File: config.mk
export PLATFORM = sky130hd
export DESIGN_NAME = id_top
export DESIGN_NICKNAME = d
export VERILOG_FILES = /design/src/hdl/decode_pkg.sv /design/src/hdl/riscv_pkg.sv /design/src/hdl/id_if.sv /design/src/hdl/id_stage.sv /design/src/hdl/id_top.sv /design/src/hdl/instr_decoder.sv /design/src/hdl/rvc_expander.sv
export SDC_FILE = /design/constraint.sdc
export NUM_CORES = 1
export LEC_CHECK = 0
export ABC_AREA = 1
export BUFFER_PORTS_ARGS = -buffer_cell sky130_fd_sc_hd__buf_2
export CORE_MARGIN = 2
export CORE_UTILIZATION = 57
export CTS_CLUSTER_DIAMETER = 150
export DETAILED_ROUTE_END_ITERATION = 6
export PLACE_DENSITY = 0.87
export SYNTH_ARGS = -nofsm -noshare
export SYNTH_HDL_FRONTEND = slang
export SYNTH_SLANG_ARGS = --single-unit
File: constraint.sdc
create_clock -name clk_i -period 19.21 [get_ports clk_i]
set_input_delay 0.9605 -clock clk_i [delete_from_list [all_inputs] [get_ports clk_i]]
set_output_delay 0.9605 -clock clk_i [all_outputs]
set_load 0.05 [all_outputs]
File: src/hdl/decode_pkg.sv
/*
  Decoded-instruction types passed from the decoder through the ID/issue
  register to the issue side: functional unit, operation, exception and
  the complete scoreboard entry.
*/
package decode_pkg;

  typedef enum logic [2:0] {
    FU_NONE,
    FU_ALU,
    FU_LOAD,
    FU_STORE,
    FU_CTRL
  } fu_t;

  typedef enum logic [4:0] {
    // ALU
    ADD, SUB, SLL, SLT, SLTU, XOR, SRL, SRA, OR, AND,
    // Memory
    LB, LH, LW, LBU, LHU, SB, SH, SW,
    // Branches and jumps
    BEQ, BNE, BLT, BGE, BLTU, BGEU, JAL, JALR,
    // Upper immediates
    LUI, AUIPC
  } op_t;

  typedef struct packed {
    logic        valid;
    logic [3:0]  cause;
    logic [31:0] tval;
  } exception_t;

  typedef struct packed {
    logic [31:0] pc;
    fu_t         fu;
    op_t         op;
    logic [4:0]  rs1;
    logic [4:0]  rs2;
    logic [4:0]  rd;
    logic [31:0] imm;           // sign-extended
    logic        use_imm;
    logic        use_pc;
    logic        is_compressed;
    exception_t  ex;
  } scoreboard_entry_t;

endpackage

File: src/hdl/riscv_pkg.sv
/*
  RV32 encodings used by the decode stage: major opcodes, function codes,
  exception causes and a union that reads one word in every base format.
*/
package riscv_pkg;

  // --------------------------------------------------
  // Major opcodes
  // --------------------------------------------------
  localparam logic [6:0] OPCODE_OP     = 7'b0110011;
  localparam logic [6:0] OPCODE_OPIMM  = 7'b0010011;
  localparam logic [6:0] OPCODE_LOAD   = 7'b0000011;
  localparam logic [6:0] OPCODE_STORE  = 7'b0100011;
  localparam logic [6:0] OPCODE_BRANCH = 7'b1100011;
  localparam logic [6:0] OPCODE_JAL    = 7'b1101111;
  localparam logic [6:0] OPCODE_JALR   = 7'b1100111;
  localparam logic [6:0] OPCODE_LUI    = 7'b0110111;
  localparam logic [6:0] OPCODE_AUIPC  = 7'b0010111;

  // Function codes that select alternate ALU operations
  localparam logic [2:0] F3_ADD_SUB = 3'b000;
  localparam logic [2:0] F3_SLL     = 3'b001;
  localparam logic [2:0] F3_SRL_SRA = 3'b101;
  localparam logic [6:0] F7_BASE    = 7'b0000000;
  localparam logic [6:0] F7_ALT     = 7'b0100000;

  // Exception causes
  localparam logic [3:0] CAUSE_INSTR_ACCESS_FAULT = 4'd1;
  localparam logic [3:0] CAUSE_ILLEGAL_INSTR      = 4'd2;

  // --------------------------------------------------
  // Instruction formats
  // --------------------------------------------------
  typedef union packed {
    struct packed {
      logic [6:0] funct7;
      logic [4:0] rs2;
      logic [4:0] rs1;
      logic [2:0] funct3;
      logic [4:0] rd;
      logic [6:0] opcode;
    } rtype;
    struct packed {
      logic [11:0] imm;
      logic [4:0]  rs1;
      logic [2:0]  funct3;
      logic [4:0]  rd;
      logic [6:0]  opcode;
    } itype;
    struct packed {
      logic [6:0] imm_hi;
      logic [4:0] rs2;
      logic [4:0] rs1;
      logic [2:0] funct3;
      logic [4:0] imm_lo;
      logic [6:0] opcode;
    } stype;
    struct packed {
      logic       imm12;
      logic [5:0] imm10_5;
      logic [4:0] rs2;
      logic [4:0] rs1;
      logic [2:0] funct3;
      logic [3:0] imm4_1;
      logic       imm11;
      logic [6:0] opcode;
    } btype;
    struct packed {
      logic [19:0] imm;
      logic [4:0]  rd;
      logic [6:0]  opcode;
    } utype;
    struct packed {
      logic       imm20;
      logic [9:0] imm10_1;
      logic       imm11;
      logic [7:0] imm19_12;
      logic [4:0] rd;
      logic [6:0] opcode;
    } jtype;
  } instr_t;

endpackage

File: src/hdl/id_if.sv
/*
  Handshake bundles around the decode stage. fetch_if is valid/ready,
  a word moves on an edge with both high. issue_if is valid/ack, one ack
  pulse consumes one entry.
*/
interface fetch_if ();
  logic        valid;
  logic        ready;
  logic [31:0] instr;
  logic [31:0] pc;
  logic        fault;

  modport fetch (output valid, output instr, output pc, output fault, input ready);
  modport decode (input valid, input instr, input pc, input fault, output ready);
endinterface

interface issue_if import decode_pkg::*; ();
  logic              valid;
  logic              ack;
  scoreboard_entry_t entry;
  logic [31:0]       orig_instr;
  logic              is_ctrl_flow;

  modport decode (
    output valid,
    output entry,
    output orig_instr,
    output is_ctrl_flow,
    input  ack
  );
  modport issue (
    input  valid,
    input  entry,
    input  orig_instr,
    input  is_ctrl_flow,
    output ack
  );
endinterface

File: src/hdl/id_stage.sv
/*
  Decode stage. Expands and decodes the fetched word in the same cycle and
  holds the result in the ID/issue register until issue acks it.
*/
module id_stage
  import decode_pkg::*;
#(
  parameter bit RVC_EN = 1'b1
) (
  input logic     clk_i,
  input logic     rst_ni,
  input logic     flush_i,
  fetch_if.decode fetch,
  issue_if.decode issue
);
  logic [31:0]       instr_exp;
  logic              is_compressed;
  logic              illegal_c;
  scoreboard_entry_t entry_d;
  logic              ctrl_flow_d;
  logic              transfer;
  logic              valid_q;
  scoreboard_entry_t entry_q;
  logic [31:0]       orig_instr_q;
  logic              ctrl_flow_q;

  if (RVC_EN) begin : gen_rvc
    rvc_expander u_rvc_expander (
      .instr_i        (fetch.instr),
      .instr_o        (instr_exp),
      .is_compressed_o(is_compressed),
      .illegal_o      (illegal_c)
    );
  end else begin : gen_no_rvc
    assign instr_exp = fetch.instr;
    assign is_compressed = 1'b0;
    assign illegal_c = 1'b0;
  end

  instr_decoder u_instr_decoder (
    .instr_i        (instr_exp),
    .pc_i           (fetch.pc),
    .is_compressed_i(is_compressed),
    .illegal_i      (illegal_c),
    .fault_i        (fetch.fault),
    .entry_o        (entry_d),
    .is_ctrl_flow_o (ctrl_flow_d)
  );

  // --------------------------------------------------
  // ID/issue register
  // --------------------------------------------------
  // Space exists when empty or when issue takes the held entry this cycle
  assign fetch.ready = fetch.valid && (!valid_q || issue.ack);
  assign transfer = fetch.valid && fetch.ready;

  always_ff @(posedge clk_i or negedge rst_ni) begin
    if (!rst_ni) begin
      valid_q <= 1'b0;
    end else if (flush_i) begin
      valid_q <= 1'b0;
    end else if (transfer) begin
      valid_q <= 1'b1;
    end else if (issue.ack) begin
      valid_q <= 1'b0;
    end
  end

  always_ff @(posedge clk_i) begin
    if (transfer) begin
      entry_q <= entry_d;
      orig_instr_q <= fetch.instr;
      ctrl_flow_q <= ctrl_flow_d;
    end
  end

  assign issue.valid = valid_q;
  assign issue.entry = entry_q;
  assign issue.orig_instr = orig_instr_q;
  assign issue.is_ctrl_flow = ctrl_flow_q;

  // Issue may only ack an entry that is actually held
  a_ack_needs_valid: assert property (
    @(posedge clk_i) disable iff (!rst_ni) issue.ack |-> issue.valid);

  a_held_entry_stable: assert property (
    @(posedge clk_i) disable iff (!rst_ni)
    (issue.valid && !issue.ack && !flush_i) |=> (issue.valid && $stable(issue.entry)));

endmodule

File: src/hdl/id_top.sv
/*
  Top level of the decode stage. Maps the plain fetch and issue ports onto
  the two handshake interfaces around id_stage.
*/
module id_top
  import decode_pkg::*;
#(
  parameter bit RVC_EN = 1'b1
) (
  input  logic              clk_i,
  input  logic              rst_ni,
  input  logic              flush_i,
  input  logic              fetch_valid_i,
  output logic              fetch_ready_o,
  input  logic [31:0]       fetch_instr_i,
  input  logic [31:0]       fetch_pc_i,
  input  logic              fetch_fault_i,
  output logic              issue_valid_o,
  input  logic              issue_ack_i,
  output scoreboard_entry_t issue_entry_o,
  output logic [31:0]       issue_orig_instr_o,
  output logic              issue_is_ctrl_flow_o
);
  fetch_if u_fetch_if ();
  issue_if u_issue_if ();

  assign u_fetch_if.valid = fetch_valid_i;
  assign u_fetch_if.instr = fetch_instr_i;
  assign u_fetch_if.pc = fetch_pc_i;
  assign u_fetch_if.fault = fetch_fault_i;
  assign fetch_ready_o = u_fetch_if.ready;

  assign u_issue_if.ack = issue_ack_i;
  assign issue_valid_o = u_issue_if.valid;
  assign issue_entry_o = u_issue_if.entry;
  assign issue_orig_instr_o = u_issue_if.orig_instr;
  assign issue_is_ctrl_flow_o = u_issue_if.is_ctrl_flow;

  id_stage #(
    .RVC_EN(RVC_EN)
  ) u_id_stage (
    .clk_i  (clk_i),
    .rst_ni (rst_ni),
    .flush_i(flush_i),
    .fetch  (u_fetch_if.decode),
    .issue  (u_issue_if.decode)
  );

endmodule

File: src/hdl/instr_decoder.sv
/*
  Combinational RV32I decoder. Turns one 32-bit word into a scoreboard
  entry. Fetch faults and illegal words give an entry with no unit.
*/
module instr_decoder
  import riscv_pkg::*;
  import decode_pkg::*;
(
  input  instr_t            instr_i,
  input  logic [31:0]       pc_i,
  input  logic              is_compressed_i,
  input  logic              illegal_i,
  input  logic              fault_i,
  output scoreboard_entry_t entry_o,
  output logic              is_ctrl_flow_o
);
  logic [2:0]        funct3;
  logic [6:0]        funct7;
  logic [31:0]       imm_i;
  logic [31:0]       imm_s;
  logic [31:0]       imm_b;
  logic [31:0]       imm_u;
  logic [31:0]       imm_j;
  logic              illegal;
  scoreboard_entry_t dec;
  exception_t        ex;

  function automatic op_t alu_op(input logic [2:0] f3, input logic alt);
    case (f3)
      3'b000:  alu_op = alt ? SUB : ADD;
      3'b001:  alu_op = SLL;
      3'b010:  alu_op = SLT;
      3'b011:  alu_op = SLTU;
      3'b100:  alu_op = XOR;
      3'b101:  alu_op = alt ? SRA : SRL;
      3'b110:  alu_op = OR;
      default: alu_op = AND;
    endcase
  endfunction

  assign funct3 = instr_i.rtype.funct3;
  assign funct7 = instr_i.rtype.funct7;

  // --------------------------------------------------
  // Format immediates
  // --------------------------------------------------
  assign imm_i = {{20{instr_i.itype.imm[11]}}, instr_i.itype.imm};
  assign imm_s = {{20{instr_i.stype.imm_hi[6]}}, instr_i.stype.imm_hi, instr_i.stype.imm_lo};
  assign imm_b = {{20{instr_i.btype.imm12}}, instr_i.btype.imm11, instr_i.btype.imm10_5,
                  instr_i.btype.imm4_1, 1'b0};
  assign imm_u = {instr_i.utype.imm, 12'b0};
  assign imm_j = {{12{instr_i.jtype.imm20}}, instr_i.jtype.imm19_12, instr_i.jtype.imm11,
                  instr_i.jtype.imm10_1, 1'b0};

  always_comb begin
    dec = '0;
    dec.pc = pc_i;
    dec.is_compressed = is_compressed_i;
    illegal = 1'b0;
    case (instr_i.rtype.opcode)
      OPCODE_OP: begin
        dec.fu = FU_ALU;
        dec.op = alu_op(funct3, funct7 == F7_ALT);
        dec.rs1 = instr_i.rtype.rs1;
        dec.rs2 = instr_i.rtype.rs2;
        dec.rd = instr_i.rtype.rd;
        // Only SUB and SRA have an alternate encoding
        illegal = !(funct7 == F7_BASE ||
                    (funct7 == F7_ALT && (funct3 == F3_ADD_SUB || funct3 == F3_SRL_SRA)));
      end
      OPCODE_OPIMM: begin
        dec.fu = FU_ALU;
        dec.op = alu_op(funct3, funct3 == F3_SRL_SRA && funct7 == F7_ALT);
        dec.rs1 = instr_i.itype.rs1;
        dec.rd = instr_i.itype.rd;
        dec.imm = imm_i;
        dec.use_imm = 1'b1;
        if (funct3 == F3_SLL) begin
          illegal = funct7 != F7_BASE;
        end else if (funct3 == F3_SRL_SRA) begin
          illegal = funct7 != F7_BASE && funct7 != F7_ALT;
        end
      end
      OPCODE_LOAD: begin
        dec.fu = FU_LOAD;
        dec.rs1 = instr_i.itype.rs1;
        dec.rd = instr_i.itype.rd;
        dec.imm = imm_i;
        dec.use_imm = 1'b1;
        case (funct3)
          3'b000:  dec.op = LB;
          3'b001:  dec.op = LH;
          3'b010:  dec.op = LW;
          3'b100:  dec.op = LBU;
          3'b101:  dec.op = LHU;
          default: illegal = 1'b1;
        endcase
      end
      OPCODE_STORE: begin
        dec.fu = FU_STORE;
        dec.rs1 = instr_i.stype.rs1;
        dec.rs2 = instr_i.stype.rs2;
        dec.imm = imm_s;
        dec.use_imm = 1'b1;
        case (funct3)
          3'b000:  dec.op = SB;
          3'b001:  dec.op = SH;
          3'b010:  dec.op = SW;
          default: illegal = 1'b1;
        endcase
      end
      OPCODE_BRANCH: begin
        dec.fu = FU_CTRL;
        dec.rs1 = instr_i.btype.rs1;
        dec.rs2 = instr_i.btype.rs2;
        dec.imm = imm_b;
        case (funct3)
          3'b000:  dec.op = BEQ;
          3'b001:  dec.op = BNE;
          3'b100:  dec.op = BLT;
          3'b101:  dec.op = BGE;
          3'b110:  dec.op = BLTU;
          3'b111:  dec.op = BGEU;
          default: illegal = 1'b1;
        endcase
      end
      OPCODE_JAL: begin
        dec.fu = FU_CTRL;
        dec.op = JAL;
        dec.rd = instr_i.jtype.rd;
        dec.imm = imm_j;
        dec.use_imm = 1'b1;
        dec.use_pc = 1'b1;
      end
      OPCODE_JALR: begin
        dec.fu = FU_CTRL;
        dec.op = JALR;
        dec.rs1 = instr_i.itype.rs1;
        dec.rd = instr_i.itype.rd;
        dec.imm = imm_i;
        dec.use_imm = 1'b1;
        illegal = funct3 != 3'b000;
      end
      OPCODE_LUI, OPCODE_AUIPC: begin
        dec.fu = FU_ALU;
        dec.op = (instr_i.utype.opcode == OPCODE_LUI) ? LUI : AUIPC;
        dec.rd = instr_i.utype.rd;
        dec.imm = imm_u;
        dec.use_imm = 1'b1;
        dec.use_pc = instr_i.utype.opcode == OPCODE_AUIPC;
      end
      // FENCE and SYSTEM land here as well
      default: illegal = 1'b1;
    endcase
  end

  // --------------------------------------------------
  // Exceptions, a fetch fault wins over an illegal word
  // --------------------------------------------------
  always_comb begin
    ex = '0;
    if (fault_i) begin
      ex = '{valid: 1'b1, cause: CAUSE_INSTR_ACCESS_FAULT, tval: pc_i};
    end else if (illegal || illegal_i) begin
      ex = '{valid: 1'b1, cause: CAUSE_ILLEGAL_INSTR, tval: instr_i};
    end
    entry_o = dec;
    if (ex.valid) begin
      entry_o = '0;
      entry_o.pc = pc_i;
      entry_o.is_compressed = is_compressed_i;
    end
    entry_o.ex = ex;
  end

  assign is_ctrl_flow_o = entry_o.fu == FU_CTRL;

  // Control-flow entries carry a branch or jump operation
  always_comb begin : a_ctrl_flow_op
    assert (!is_ctrl_flow_o || entry_o.op inside {[BEQ:JALR]});
  end

endmodule

File: src/hdl/rvc_expander.sv
/*
  Combinational RVC expander. Rebuilds the 32-bit form of C.ADDI, C.NOP,
  C.LI, C.LUI, C.MV, C.ADD, C.LW, C.SW, C.J, C.BEQZ and C.BNEZ. Any other
  compressed word is flagged illegal and passed on unchanged.
*/
module rvc_expander
  import riscv_pkg::*;
(
  input  logic [31:0] instr_i,
  output logic [31:0] instr_o,
  output logic        is_compressed_o,
  output logic        illegal_o
);
  logic [2:0] funct3;
  logic [4:0] rp_lo;
  logic [4:0] rp_hi;
  instr_t     exp;

  assign funct3 = instr_i[15:13];
  // Three-bit register fields address x8 to x15
  assign rp_lo = {2'b01, instr_i[4:2]};
  assign rp_hi = {2'b01, instr_i[9:7]};
  assign instr_o = exp;

  always_comb begin
    exp = instr_i;
    is_compressed_o = 1'b1;
    illegal_o = 1'b0;
    case (instr_i[1:0])
      // Quadrant 0, the zero halfword falls into the default
      2'b00: begin
        case (funct3)
          3'b010: exp = {5'b0, instr_i[5], instr_i[12:10], instr_i[6], 2'b00,
                         rp_hi, 3'b010, rp_lo, OPCODE_LOAD};
          3'b110: exp = {5'b0, instr_i[5], instr_i[12], rp_lo, rp_hi, 3'b010,
                         instr_i[11:10], instr_i[6], 2'b00, OPCODE_STORE};
          default: illegal_o = 1'b1;
        endcase
      end
      2'b01: begin
        case (funct3)
          // C.ADDI and C.NOP add to rd, C.LI adds to x0
          3'b000, 3'b010: begin
            exp.itype.imm = {{6{instr_i[12]}}, instr_i[12], instr_i[6:2]};
            exp.itype.rs1 = (funct3 == 3'b000) ? instr_i[11:7] : 5'd0;
            exp.itype.funct3 = F3_ADD_SUB;
            exp.itype.rd = instr_i[11:7];
            exp.itype.opcode = OPCODE_OPIMM;
          end
          3'b011: begin
            exp = {{15{instr_i[12]}}, instr_i[6:2], instr_i[11:7], OPCODE_LUI};
            // rd of x2 is C.ADDI16SP, not supported
            illegal_o = (instr_i[11:7] == 5'd2) || ({instr_i[12], instr_i[6:2]} == 6'd0);
          end
          3'b101: exp = {instr_i[12], instr_i[8], instr_i[10:9], instr_i[6], instr_i[7],
                         instr_i[2], instr_i[11], instr_i[5:3], instr_i[12],
                         {8{instr_i[12]}}, 5'd0, OPCODE_JAL};
          // C.BEQZ and C.BNEZ differ only in funct3 bit 0
          3'b110, 3'b111: exp = {{4{instr_i[12]}}, instr_i[6:5], instr_i[2], 5'd0, rp_hi,
                                 2'b00, instr_i[13], instr_i[11:10], instr_i[4:3],
                                 instr_i[12], OPCODE_BRANCH};
          default: illegal_o = 1'b1;
        endcase
      end
      2'b10: begin
        // C.MV and C.ADD need a nonzero rs2, otherwise C.JR or C.JALR
        if (funct3 == 3'b100 && instr_i[6:2] != 5'd0) begin
          exp.rtype.funct7 = F7_BASE;
          exp.rtype.rs2 = instr_i[6:2];
          exp.rtype.rs1 = instr_i[12] ? instr_i[11:7] : 5'd0;
          exp.rtype.funct3 = F3_ADD_SUB;
          exp.rtype.rd = instr_i[11:7];
          exp.rtype.opcode = OPCODE_OP;
        end else begin
          illegal_o = 1'b1;
        end
      end
      default: is_compressed_o = 1'b0;
    endcase
    // Illegal words keep their raw form so the trap value is the fetched word
    if (illegal_o) begin
      exp = instr_i;
    end
  end

  // A legal expansion always ends in a full-length opcode
  always_comb begin : a_expanded_full_length
    assert (illegal_o || instr_o[1:0] == 2'b11);
  end

endmodule

==> flow_metrics.tcl <==
set metrics [dict create \
    wl_met1_um 9340 \
    fin_util_pct 70.9 \
    port_buffers 229 \
    path_max_fanout 41 \
    synth_top_family_by_area "simple AND/OR/NAND/NOR gates" \
    placed_area_um2 9280 \
    outcome "finished, final reports clean" \
    tightest_slew_ps 1050 \
    clkSinkCount 159 \
    max_slew_margin_pct 30.0 \
    grt_pass1_wl_um 37000 \
    crit_type "input port to register" \
    dr_wl_met2_um 11800 \
    cts-hold-fix-buffers 0 \
    final-max-slew-violation-count 0 \
    postSynthAreaPerCell_um2 9.91 \
    cts_max_level 4 \
    grt_max_degree 84 \
    coreArea_um2 13900 \
    ys.flop_type "edfxtp_1" \
    chipHeight_um 123 \
    cts_resized 0 \
    cap_violations 0 \
    ios 232 \
    die_w_um 123 \
    grt_pass1_vias 6766 \
    place_congestion 1.08 \
    diodes 0 \
    period_minus_slack_ps 4290 \
    hp-class "input port to async pin" \
    cts_tree "built" \
    finalInstanceArea_um2 9840 \
    yosysSeqAreaShare_pct 59.1 \
    clock_latency_ps 440 \
    grt_antenna_before_repair 0 \
    drtIter0Drc 1037 \
    yosys.area_share.simple_pct 23.3 \
    cts_setup_buffers 0 \
    hold_ws_ps 291 \
    wl_um 25200 \
    hold_violations 0 \
    rsz0062_at_grt "false" \
    dp_hpwl_um 18000 \
    cp_data_arrival_time_ps 4530 \
    dr.max_layer_used "met4" \
    first_pass_iters 6 \
    place_inst 1201 \
    dieArea_um2 15100 \
    synth_fa_ha_area_share_pct 0 \
    grt_overflow 0 \
    synthArstFlopShare_pct 0.629 \
    synthMuxAreaShare_pct 0 \
    synthesis.area_um2 8080 \
    synth_cell_types 45 \
    tns_ps 0 \
    nets 1110 \
    synth_compound_area_share_pct 11.0 \
    synth-xor-area-share_pct 0 \
    routedWlPerCell_um 20.4 \
    start_util_pct 58.2 \
    crit_required_ps 19450 \
    route.met3.wl_um 2890 \
    vias_per_cell 5.92 \
    rows 43 \
    startpoint_type "input port" \
    cts.clk_slew.worst_paths_ps 70 \
    cts_buffers 17 \
    drc 0 \
    fmax_ghz 0.233 \
    synthToLayoutAreaGrowth_pct 21.9 \
    synth_warnings 0 \
    final_cells 1233 \
    drive_gt1_share_pct 32.1 \
    synthCells 815 \
    p_per_area_nw_per_um2 98.5 \
    skew_ps 8.55 \
    via_count 7296 \
    cts_root_buf "clkbuf_16" \
    synth_edf_count 158 \
    max-clock-path-buffers 2 \
    ir_worst_vdd_mv 0.0583 \
    cp-end-kind "register" \
    yosys_register_bits 159 \
    p_leak_nw 4.36 \
    setup-violations-final 0 \
    antenna_left 0 \
    grt_use_total_pct 33.3 \
    period_share_pct 22.3 \
]
-- path summary, 6_finish.rpt --
kind	startpoint	to	slack, ps	cells past startpoint
max in group asynchronous	rst_ni	u_id_stage.issue.valid$_DFFE_PN0P_	18840	1
min	rst_ni	u_id_stage.issue.valid$_DFFE_PN0P_	290	1
min reg2reg	u_id_stage.issue.valid$_DFFE_PN0P_	u_id_stage.issue.valid$_DFFE_PN0P_	590	2
max	fetch_instr_i[14]	u_id_stage.issue.is_ctrl_flow$_DFFE_PP_	14920	15
max reg2reg	u_id_stage.issue.valid$_DFFE_PN0P_	u_id_stage.issue.entry[69]$_SDFFCE_PP0P_	16350	4
min in group clk_i	u_id_stage.issue.valid$_DFFE_PN0P_	u_id_stage.issue.valid$_DFFE_PN0P_	590	2
-- cell type report --
type                    count  area, um2
fillers                  1060       4040
flip-flops and latches    159       4770
well taps                 180        225
clock buffers              23        448
repair buffers            234       1180
inverters                  84        315
clock inverters             9        113
multi-input cells         544       2790
-- placed cells by master (no fill, tap or decap), types with 3 or more instances in the layout --
cell type	instances
a21oi_1	50
a21oi_2	17
a22oi_1	7
buf_2	229
buf_4	5
clkbuf_1	6
clkbuf_16	17
clkinvlp_4	4
edfxtp_1	158
inv_1	75
inv_2	9
nand2_1	185
nand2_2	15
nand2_4	5
nand3_1	67
nand3_2	3
nand4_1	12
nor2_1	87
nor2_2	6
nor2_4	7
nor3_1	4
o211ai_1	4
o21a_1	6
o21ai_0	31
o21ai_1	4
o21ai_2	3
o221ai_1	6
-- cells in the mapped netlist (2+ instances only) --
cell	n	area, um2
o211ai_1	4	30.0
nand4_1	12	75.1
o22ai_1	2	12.5
nand3_4	2	35.0
nand2_1	185	694
nor2_8	2	40.0
edfxtp_1	158	4740
nand2_2	15	93.8
inv_2	9	33.8
o221ai_1	6	52.6
a22oi_1	7	52.6
nand3_2	3	30.0
a21oi_2	17	149
o21ai_1	4	20.0
a21oi_1	51	255
nor3_2	2	20.0
o21ai_2	3	26.3
buf_6	12	135
clkbuf_1	6	22.5
a211oi_1	2	15.0
nor3_1	4	20.0
nor2_4	7	78.8
buf_2	9	45.0
o21a_1	6	45.0
nor2_1	87	327
o21ai_0	31	155
nor2_2	6	37.5
nand2_4	5	56.3
nand3_1	67	335
inv_1	75	282
buf_4	2	15.0
-- logic make-up (layout without fill, tap and decap cells) --
kind of cell           after synthesis  in the layout
buffers and inverters              113            350
other                                1              2
flip-flops                         159            159
AO/OA/AOI/OAI                      140            140
AND/OR/NAND/NOR                    402            402
-- critical path, stage by stage --
cell and delay (ps):
buf_2 230, inv_1 130, nor2_1 290, nor2_2 130
a21oi_4 230, nand3_4 320, a21oi_2 280, nand2_1 180
nor2_4 370, inv_2 70, nand2_1 170, nor3_2 100
nor2_8 200, nand3_4 450, a21oi_1 400
-- registers in the layout, indices dropped and copies added, names as in the netlist --
| signal | count |
|---|---|
| u_id_stage.issue.entry | 125 |
| u_id_stage.issue.valid | 1 |
| u_id_stage.issue.is_ctrl_flow | 1 |
| u_id_stage.issue.orig_instr | 32 |
-- metrics by stage --
step | power, W | worst slack, ps
after floorplan | 0.000595 | 8950
after global placement | 0.000644 | 14810
after detailed placement | 0.000646 | 14630
after CTS | 0.000967 | 15020
after global routing | 0.000997 | 14620
final | 0.000969 | 14920
-- where the power goes --
part	leakage (nW)	internal (W)	switching [W]
registers	1.56	0.000408	0.00000579
clock network	0.258	0.000191	0.000133
logic	2.55	0.0000467	0.000183
-- layer usage --
layer	global-route usage (%)	up-vias
met5	0	-
met4	15.6	0
met3	8.03	102
met2	52.8	521
met1	43.6	3418
li1	-	3255
No activity file was read; power rests on OpenSTA's default activity.
